[src/hdl/dma_pkg.sv]
// ##########################################################################
// Shared widths, register map and types of the DMA copy engine
// All addresses and counts are in 32-bit words, there is no byte access
// The widths are fixed; the blocks are not meant to be resized
// ##########################################################################

package dma_pkg;

  // Widths
  localparam int AddrWidth    = 32;
  localparam int DataWidth    = 32;
  localparam int CountWidth   = 16;
  localparam int IdWidth      = 8;
  localparam int RegAddrWidth = 3;

  // Descriptor buffer depth
  localparam int FifoDepth = 2;

  typedef logic [AddrWidth-1:0]    addr_t;
  typedef logic [DataWidth-1:0]    data_t;
  typedef logic [CountWidth-1:0]   count_t;
  typedef logic [IdWidth-1:0]      id_t;
  typedef logic [RegAddrWidth-1:0] reg_addr_t;

  // Register map, word indices
  localparam reg_addr_t RegSrc    = 3'd0;
  localparam reg_addr_t RegDst    = 3'd1;
  localparam reg_addr_t RegCount  = 3'd2;
  localparam reg_addr_t RegNextId = 3'd3;
  localparam reg_addr_t RegDoneId = 3'd4;
  localparam reg_addr_t RegStatus = 3'd5;

  // One copy job as handed from the frontend to the backend
  typedef struct packed {
    id_t    id;
    addr_t  src;
    addr_t  dst;
    count_t count;
  } dma_desc_t;

  typedef struct packed {
    logic      valid;
    logic      write;
    reg_addr_t addr;
    data_t     wdata;
  } reg_req_t;

  typedef struct packed {
    logic  rvalid;
    data_t rdata;
  } reg_rsp_t;

  typedef struct packed {
    logic  valid;
    addr_t addr;
  } mem_rd_t;

  typedef struct packed {
    logic  valid;
    addr_t addr;
    data_t data;
  } mem_wr_t;

  typedef enum logic [1:0] {
    st_idle,
    st_copy,
    st_drain
  } copy_state_t;

endpackage

[src/hdl/dma_reg_frontend.sv]
// ##########################################################################
// Register frontend of the DMA engine
// Requests are never stalled; each read is answered one cycle later
// A NEXT_ID read launches the programmed job and returns its id, or 0
// when the descriptor buffer is full and the launch is refused
// Ids count from 1 upward and skip 0 on wrap
// ##########################################################################

`timescale 1ns/1ns

module dma_reg_frontend (
  input  logic                clk_i,
  input  logic                rst_i,
  input  dma_pkg::reg_req_t   reg_req_i,
  output dma_pkg::reg_rsp_t   reg_rsp_o,
  output dma_pkg::dma_desc_t  desc_o,
  output logic                desc_valid_o,
  input  logic                desc_ready_i,
  input  logic                trans_complete_i
);

  import dma_pkg::*;

  // Next id after a given one, 0 is reserved for a refused launch
  function automatic id_t id_incr(input id_t id);
    id_t nxt;
    nxt = id + 1'b1;
    if (nxt == '0) begin
      nxt = id_t'(1);
    end
    return nxt;
  endfunction

  addr_t  src_q;
  addr_t  dst_q;
  count_t count_q;
  id_t    issued_id_q;
  id_t    done_id_q;
  id_t    next_id;
  logic   busy;
  logic   rd_req;
  logic   wr_req;
  logic   launch;
  logic   rvalid_q;
  data_t  rdata_q;
  data_t  rdata_d;

  assign rd_req  = reg_req_i.valid && !reg_req_i.write;
  assign wr_req  = reg_req_i.valid && reg_req_i.write;
  assign launch  = rd_req && (reg_req_i.addr == RegNextId);
  assign next_id = id_incr(issued_id_q);

  // Jobs finish in launch order, so one counter per side is enough
  assign busy = (done_id_q != issued_id_q);

  assign desc_valid_o = launch;

  always_comb begin
    desc_o.id    = next_id;
    desc_o.src   = src_q;
    desc_o.dst   = dst_q;
    desc_o.count = count_q;
  end

  // Read data is sampled in the request cycle
  always_comb begin
    rdata_d = '0;
    case (reg_req_i.addr)
      RegSrc:    rdata_d = src_q;
      RegDst:    rdata_d = dst_q;
      RegCount:  rdata_d = data_t'(count_q);
      RegNextId: begin
        if (desc_ready_i) begin
          rdata_d = data_t'(next_id);
        end
      end
      RegDoneId: rdata_d = data_t'(done_id_q);
      RegStatus: rdata_d = data_t'(busy);
      default:   rdata_d = '0;
    endcase
  end

  // Software registers
  always_ff @(posedge clk_i) begin
    if (rst_i) begin
      src_q   <= '0;
      dst_q   <= '0;
      count_q <= '0;
    end else if (wr_req) begin
      case (reg_req_i.addr)
        RegSrc:   src_q   <= reg_req_i.wdata;
        RegDst:   dst_q   <= reg_req_i.wdata;
        RegCount: count_q <= reg_req_i.wdata[CountWidth-1:0];
        default:  ;
      endcase
    end
  end

  // Id tracking
  always_ff @(posedge clk_i) begin
    if (rst_i) begin
      issued_id_q <= '0;
      done_id_q   <= '0;
    end else begin
      if (launch && desc_ready_i) begin
        issued_id_q <= next_id;
      end
      if (trans_complete_i) begin
        done_id_q <= id_incr(done_id_q);
      end
    end
  end

  // Read response
  always_ff @(posedge clk_i) begin
    if (rst_i) begin
      rvalid_q <= 1'b0;
    end else begin
      rvalid_q <= rd_req;
    end
  end

  always_ff @(posedge clk_i) begin
    if (rd_req) begin
      rdata_q <= rdata_d;
    end
  end

  always_comb begin
    reg_rsp_o.rvalid = rvalid_q;
    reg_rsp_o.rdata  = rdata_q;
  end

endmodule

[src/hdl/dma_desc_fifo.sv]
// ##########################################################################
// Descriptor buffer between frontend and backend, FifoDepth entries
// Ready stays high when full if the head is popped in the same cycle
// Delivery is strictly in order
// ##########################################################################

`timescale 1ns/1ns

module dma_desc_fifo (
  input  logic                clk_i,
  input  logic                rst_i,
  input  dma_pkg::dma_desc_t  in_desc_i,
  input  logic                in_valid_i,
  output logic                in_ready_o,
  output dma_pkg::dma_desc_t  out_desc_o,
  output logic                out_valid_o,
  input  logic                out_ready_i
);

  import dma_pkg::*;

  typedef logic [$clog2(FifoDepth)-1:0]   ptr_t;
  typedef logic [$clog2(FifoDepth+1)-1:0] cnt_t;

  function automatic ptr_t ptr_incr(input ptr_t ptr);
    if (ptr == ptr_t'(FifoDepth - 1)) begin
      return '0;
    end
    return ptr + 1'b1;
  endfunction

  dma_desc_t mem_q [FifoDepth];
  ptr_t      wr_ptr_q;
  ptr_t      rd_ptr_q;
  cnt_t      count_q;
  logic      full;
  logic      push;
  logic      pop;

  assign full        = (count_q == cnt_t'(FifoDepth));
  assign out_valid_o = (count_q != '0);
  assign in_ready_o  = !full || out_ready_i;
  assign out_desc_o  = mem_q[rd_ptr_q];

  assign push = in_valid_i && in_ready_o;
  assign pop  = out_valid_o && out_ready_i;

  always_ff @(posedge clk_i) begin
    if (rst_i) begin
      wr_ptr_q <= '0;
      rd_ptr_q <= '0;
      count_q  <= '0;
    end else begin
      if (push) begin
        wr_ptr_q <= ptr_incr(wr_ptr_q);
      end
      if (pop) begin
        rd_ptr_q <= ptr_incr(rd_ptr_q);
      end
      case ({push, pop})
        2'b10:   count_q <= count_q + 1'b1;
        2'b01:   count_q <= count_q - 1'b1;
        default: ;
      endcase
    end
  end

  always_ff @(posedge clk_i) begin
    if (push) begin
      mem_q[wr_ptr_q] <= in_desc_i;
    end
  end

endmodule

[src/hdl/dma_copy_backend.sv]
// ##########################################################################
// Word copy backend of the DMA engine
// Assumes the memory never stalls and returns read data one cycle after
// the read strobe; one read is issued per cycle
// A write follows its read by two cycles; completion pulses one cycle
// after the last write, or one cycle after the pop for a zero count
// ##########################################################################

`timescale 1ns/1ns

module dma_copy_backend (
  input  logic                clk_i,
  input  logic                rst_i,
  input  dma_pkg::dma_desc_t  desc_i,
  input  logic                desc_valid_i,
  output logic                desc_ready_o,
  output dma_pkg::mem_rd_t    mem_rd_o,
  input  dma_pkg::data_t      mem_rdata_i,
  output dma_pkg::mem_wr_t    mem_wr_o,
  output logic                trans_complete_o
);

  import dma_pkg::*;

  copy_state_t state_q;
  copy_state_t state_d;
  addr_t       rd_addr_q;
  count_t      rd_left_q;
  addr_t       wr_addr_q;
  data_t       wr_data_q;
  logic        rd_valid_q;
  logic        wr_valid_q;
  logic        pop;
  logic        rd_issue;
  logic        pipe_empty;

  // A new job is only taken once the previous one has fully drained
  assign desc_ready_o = (state_q == st_idle);
  assign pop          = desc_valid_i && desc_ready_o;
  assign rd_issue     = (state_q == st_copy);
  assign pipe_empty   = !rd_valid_q && !wr_valid_q;

  assign trans_complete_o = (state_q == st_drain) && pipe_empty;

  always_comb begin
    state_d = state_q;
    case (state_q)
      st_idle: begin
        if (desc_valid_i) begin
          state_d = (desc_i.count == '0) ? st_drain : st_copy;
        end
      end
      st_copy: begin
        // Last read goes out this cycle
        if (rd_left_q == count_t'(1)) begin
          state_d = st_drain;
        end
      end
      st_drain: begin
        if (pipe_empty) begin
          state_d = st_idle;
        end
      end
      default: state_d = st_idle;
    endcase
  end

  always_ff @(posedge clk_i) begin
    if (rst_i) begin
      state_q    <= st_idle;
      rd_valid_q <= 1'b0;
      wr_valid_q <= 1'b0;
    end else begin
      state_q <= state_d;
      // Stage 1 marks the cycle where read data returns
      rd_valid_q <= rd_issue;
      // Stage 2 holds the word for its write
      wr_valid_q <= rd_valid_q;
    end
  end

  // Read side counters
  always_ff @(posedge clk_i) begin
    if (pop) begin
      rd_addr_q <= desc_i.src;
      rd_left_q <= desc_i.count;
    end else if (rd_issue) begin
      rd_addr_q <= rd_addr_q + 1'b1;
      rd_left_q <= rd_left_q - 1'b1;
    end
  end

  // Write side address and data
  always_ff @(posedge clk_i) begin
    if (pop) begin
      wr_addr_q <= desc_i.dst;
    end else if (wr_valid_q) begin
      wr_addr_q <= wr_addr_q + 1'b1;
    end
  end

  always_ff @(posedge clk_i) begin
    if (rd_valid_q) begin
      wr_data_q <= mem_rdata_i;
    end
  end

  always_comb begin
    mem_rd_o.valid = rd_issue;
    mem_rd_o.addr  = rd_addr_q;
    mem_wr_o.valid = wr_valid_q;
    mem_wr_o.addr  = wr_addr_q;
    mem_wr_o.data  = wr_data_q;
  end

endmodule

[src/hdl/dma_core.sv]
// ##########################################################################
// DMA copy engine top level
// Register port in, plain word memory port out
// The memory must accept every access and answer reads one cycle later
// ##########################################################################

`timescale 1ns/1ns

module dma_core (
  input  logic               clk_i,
  input  logic               rst_i,
  input  dma_pkg::reg_req_t  reg_req_i,
  output dma_pkg::reg_rsp_t  reg_rsp_o,
  output dma_pkg::mem_rd_t   mem_rd_o,
  input  dma_pkg::data_t     mem_rdata_i,
  output dma_pkg::mem_wr_t   mem_wr_o
);

  import dma_pkg::*;

  dma_desc_t fe_desc;
  logic      fe_valid;
  logic      fe_ready;
  dma_desc_t be_desc;
  logic      be_valid;
  logic      be_ready;
  logic      be_trans_complete;

  dma_reg_frontend i_frontend (
    .clk_i            ( clk_i             ),
    .rst_i            ( rst_i             ),
    .reg_req_i        ( reg_req_i         ),
    .reg_rsp_o        ( reg_rsp_o         ),
    .desc_o           ( fe_desc           ),
    .desc_valid_o     ( fe_valid          ),
    .desc_ready_i     ( fe_ready          ),
    .trans_complete_i ( be_trans_complete )
  );

  // Lets software queue a job while the backend is still copying
  dma_desc_fifo i_desc_fifo (
    .clk_i       ( clk_i    ),
    .rst_i       ( rst_i    ),
    .in_desc_i   ( fe_desc  ),
    .in_valid_i  ( fe_valid ),
    .in_ready_o  ( fe_ready ),
    .out_desc_o  ( be_desc  ),
    .out_valid_o ( be_valid ),
    .out_ready_i ( be_ready )
  );

  dma_copy_backend i_backend (
    .clk_i            ( clk_i             ),
    .rst_i            ( rst_i             ),
    .desc_i           ( be_desc           ),
    .desc_valid_i     ( be_valid          ),
    .desc_ready_o     ( be_ready          ),
    .mem_rd_o         ( mem_rd_o          ),
    .mem_rdata_i      ( mem_rdata_i       ),
    .mem_wr_o         ( mem_wr_o          ),
    .trans_complete_o ( be_trans_complete )
  );

endmodule

[config.mk]
export PLATFORM = sky130hd
export DESIGN_NAME = dma_core
export DESIGN_NICKNAME = d
export VERILOG_FILES = /design/src/hdl/dma_pkg.sv /design/src/hdl/dma_reg_frontend.sv /design/src/hdl/dma_desc_fifo.sv /design/src/hdl/dma_copy_backend.sv /design/src/hdl/dma_core.sv
export SDC_FILE = /design/constraint.sdc
export NUM_CORES = 1
export LEC_CHECK = 0
export BUFFER_PORTS_ARGS = -buffer_cell sky130_fd_sc_hd__buf_2
export CORE_UTILIZATION = 37
export CTS_CLUSTER_DIAMETER = 120
export DETAILED_ROUTE_END_ITERATION = 10
export SLEW_MARGIN = 20
export SYNTH_ARGS = -nofsm -noshare
export SYNTH_HDL_FRONTEND = slang
export SYNTH_HIERARCHICAL = 1
export SYNTH_SLANG_ARGS = --single-unit
[constraint.sdc]
create_clock -name clk_i -period 20.2 [get_ports clk_i]
set_input_delay 3.03 -clock clk_i [delete_from_list [all_inputs] [get_ports clk_i]]
set_output_delay 3.03 -clock clk_i [all_outputs]
set_load 0.01 [all_outputs]
==> results.cfg <==
[clocking]
cts.sinks = 410
clk_pin_slew_worst_paths_ns = 0.06
cts_resized = 0
clk_path_buf_depth = 3
hold_buffers = 0
cts_max_level = 2
cts_tree = done
numCtsBuffers = 44
clk_latency_ns = 0.59
post_cts_buffers = 0
cts-root-buf = clkbuf_16

[logic_synthesis]
syn_inst = 1426
syn_area_sq_um = 17390
synth_nets = 1504
yosysWarnings = 6
syn_area_per_cell_sq_um = 12.20

[grt]
antenna_found_initial = 5
grt_max_degree = 107
overflow = 0
grtUsageTotal_pct = 17.65
grt_pass1_wl_mm = 64.51
grt_pass1_vias = 11240

[floorplan]
fp.dieH_microns = 218.8
design.portCount = 202
start_util_pct = 37.44
core_area_sq_um = 46460
dieArea_sq_um = 47880
num_rows = 79
die_w_microns = 218.8

[drt]
routed_via_density = 5.149
drt-total-wl_mm = 42.87
wire_per_inst_microns = 19.08
detail-route-antenna-nets = 0
drtPass1Iterations = 5
drt_iter0_markers = 775
route.detailed.drc = 0
num_vias = 11570

[hold_path]
hp-start = i_frontend/src_q[10]
whs_endpoint = i_desc_fifo/mem_q[0][58]
holdCritPathClass = reg -> reg
hold_depth = 0

[layout]
num-fill-cells = 4320
syn_to_final_growth_pct = 17.12
nNetsFinal = 1680
stdcell_count = 2247
drive_gt1_share_pct = 18.99

[sta]
worst_slew_pin_slew_ns = 1.219
finalSetupTns_ns = 0
setup_violations = 0
slew_headroom_pct = 18.12
rsz0062_at_grt = no
fin_skew_ns = 0.02463
fmax_mhz = 193.4
post-route-period-util_pct = 25.59
period_minus_slack_ns = 5.170
slew_viol_final = 0
final_hold_viol_count = 0

[placed_design]
dp_cells = 2163
routabilityCongestion = 0.8667
hpwl_mm = 29.55
portBuffers = 201

[critical_path]
slowest_delay_ns = 0.78
cp_slowest_cell = nor3b_4
timing.reg2reg.worst_path_depth = 6
critPathArrivalTime_ns = 5.59
worstPathCellList = buf_2 -> nor3b_4 -> nand3_1 -> buf_4 -> nand2_1 -> a21oi_1
critPathKind = in -> reg
critPathLaunchType = primary input
reg2reg_setup_slack_ns = 17.35
r2r_end = i_backend/state_q[1]
cp_data_required_time_ns = 20.62
worstPathMaxFanout = 40
endpoint_kind = register

[power_and_ir_drop]
p_per_area_nw_per_um2 = 122.8
leakage_nw = 7.209
ir_drop_v = 0.00007141

[status]
status = completed

[run]
maxCapViolCount = 0
-- final cells by class --
cell class | instances | area, sq um | area share [%]
clock buffers | 62 | 1305 | 6.406
inverters | 12 | 45.04 | 0.2211
diodes | 2 | 5.005 | 0.02457
repair buffers | 215 | 1117 | 5.485
multi-input cells | 919 | 5698 | 27.97
flip-flops and latches | 410 | 11250 | 55.25
clock inverters | 20 | 186.4 | 0.9152
well taps | 607 | 759.5 | 3.728
-- sequential cells by signal, indices dropped and copies added, names as in the netlist, 2 cells and up, named ones only --
register                count
i_backend/rd_addr_q        32
i_desc_fifo/count_q         2
i_frontend/done_id_q        8
i_backend/state_q           2
i_desc_fifo/mem_q         160
i_frontend/issued_id_q      8
i_backend/wr_addr_q        32
i_backend/rd_left_q        16
i_backend/wr_data_q        32
i_frontend/src_q           32
i_frontend/dst_q           32
i_frontend/rdata_q         32
i_frontend/count_q         16
-- per-layer routing --
| metal | vias to the layer above | routed length (microns) | GRT usage, % |
|---|---|---|---|
| met4 | 6 | 1234 | 6.597 |
| met2 | 339 | 20950 | 29.53 |
| met5 | - | 39 | 0 |
| met3 | 80 | 2391 | 3.590 |
| met1 | 5630 | 18250 | 22.48 |
| li1 | 5514 | - | - |
-- worst max-delay path, delay by kind of cell --
family / cells / cell delay, ns
buffers and inverters: 2 / 0.96
AOI/OAI and AO/OA: 1 / 0.07
and+or+nand+nor: 3 / 1.52
-- worst max path at each step --
| stage | depth (start not counted) | endpoint | slack, ns | from |
|---|---|---|---|---|
| 2_1_floorplan | 5 | i_desc_fifo/mem_q[0][0] | 11.97 | reg_req_i[35] |
| 3_3_place_gp | 5 | i_frontend/dst_q[6] | 14.50 | reg_req_i[32] |
| 3_5_place_dp | 5 | i_frontend/dst_q[3] | 14.36 | reg_req_i[32] |
| 4_1_cts | 5 | i_frontend/dst_q[3] | 14.98 | reg_req_i[32] |
| 5_1_grt | 6 | i_frontend/dst_q[8] | 14.83 | reg_req_i[32] |
| 6_report | 6 | i_frontend/dst_q[4] | 15.03 | reg_req_i[32] |
-- placed cells by master, fill, tap and decap left out, types with 4 or more instances in the layout --
| cell | n |
|---|---|
| xnor2_1 | 44 |
| a2bb2oi_1 | 5 |
| nor4_1 | 10 |
| nor3_1 | 16 |
| buf_2 | 200 |
| nand2_1 | 173 |
| mux2_1 | 80 |
| clkinv_2 | 6 |
| xor2_1 | 57 |
| clkinv_1 | 5 |
| buf_4 | 14 |
| nand4_1 | 30 |
| mux2i_1 | 17 |
| nor2b_1 | 5 |
| nand4b_1 | 4 |
| and3_1 | 9 |
| a21oi_1 | 173 |
| clkbuf_1 | 10 |
| edfxtp_1 | 304 |
| nand3_1 | 38 |
| dfxtp_1 | 105 |
| inv_1 | 12 |
| clkbuf_16 | 49 |
| a22o_1 | 16 |
| ha_1 | 7 |
| o21ai_0 | 25 |
| nor2_1 | 144 |
-- through the flow --
step           worst slack [ns]  hold WS (ns)  util (%)  total power, mW  instance area (sq um)
4_1_cts                   14.98        0.4943     43.83            2.533                  20360
3_3_place_gp              14.50        0.4597     40.61            1.696                  18860
3_5_place_dp              14.36        0.4804     40.62            1.708                  18870
2_1_floorplan             11.97        0.4409         -            1.525                  17390
5_1_grt                   14.83        0.5074     43.85            2.629                  20370
6_report                  15.03        0.4888     43.85            2.502                  20370
-- where the power goes --
part / switching [mW] / leakage [nW] / internal (mW)
sequential: 0.100 / 3.64 / 1.06
combinational: 0.319 / 2.83 / 0.202
clock: 0.336 / 0.735 / 0.481
(Power assumes the default switching activity.)
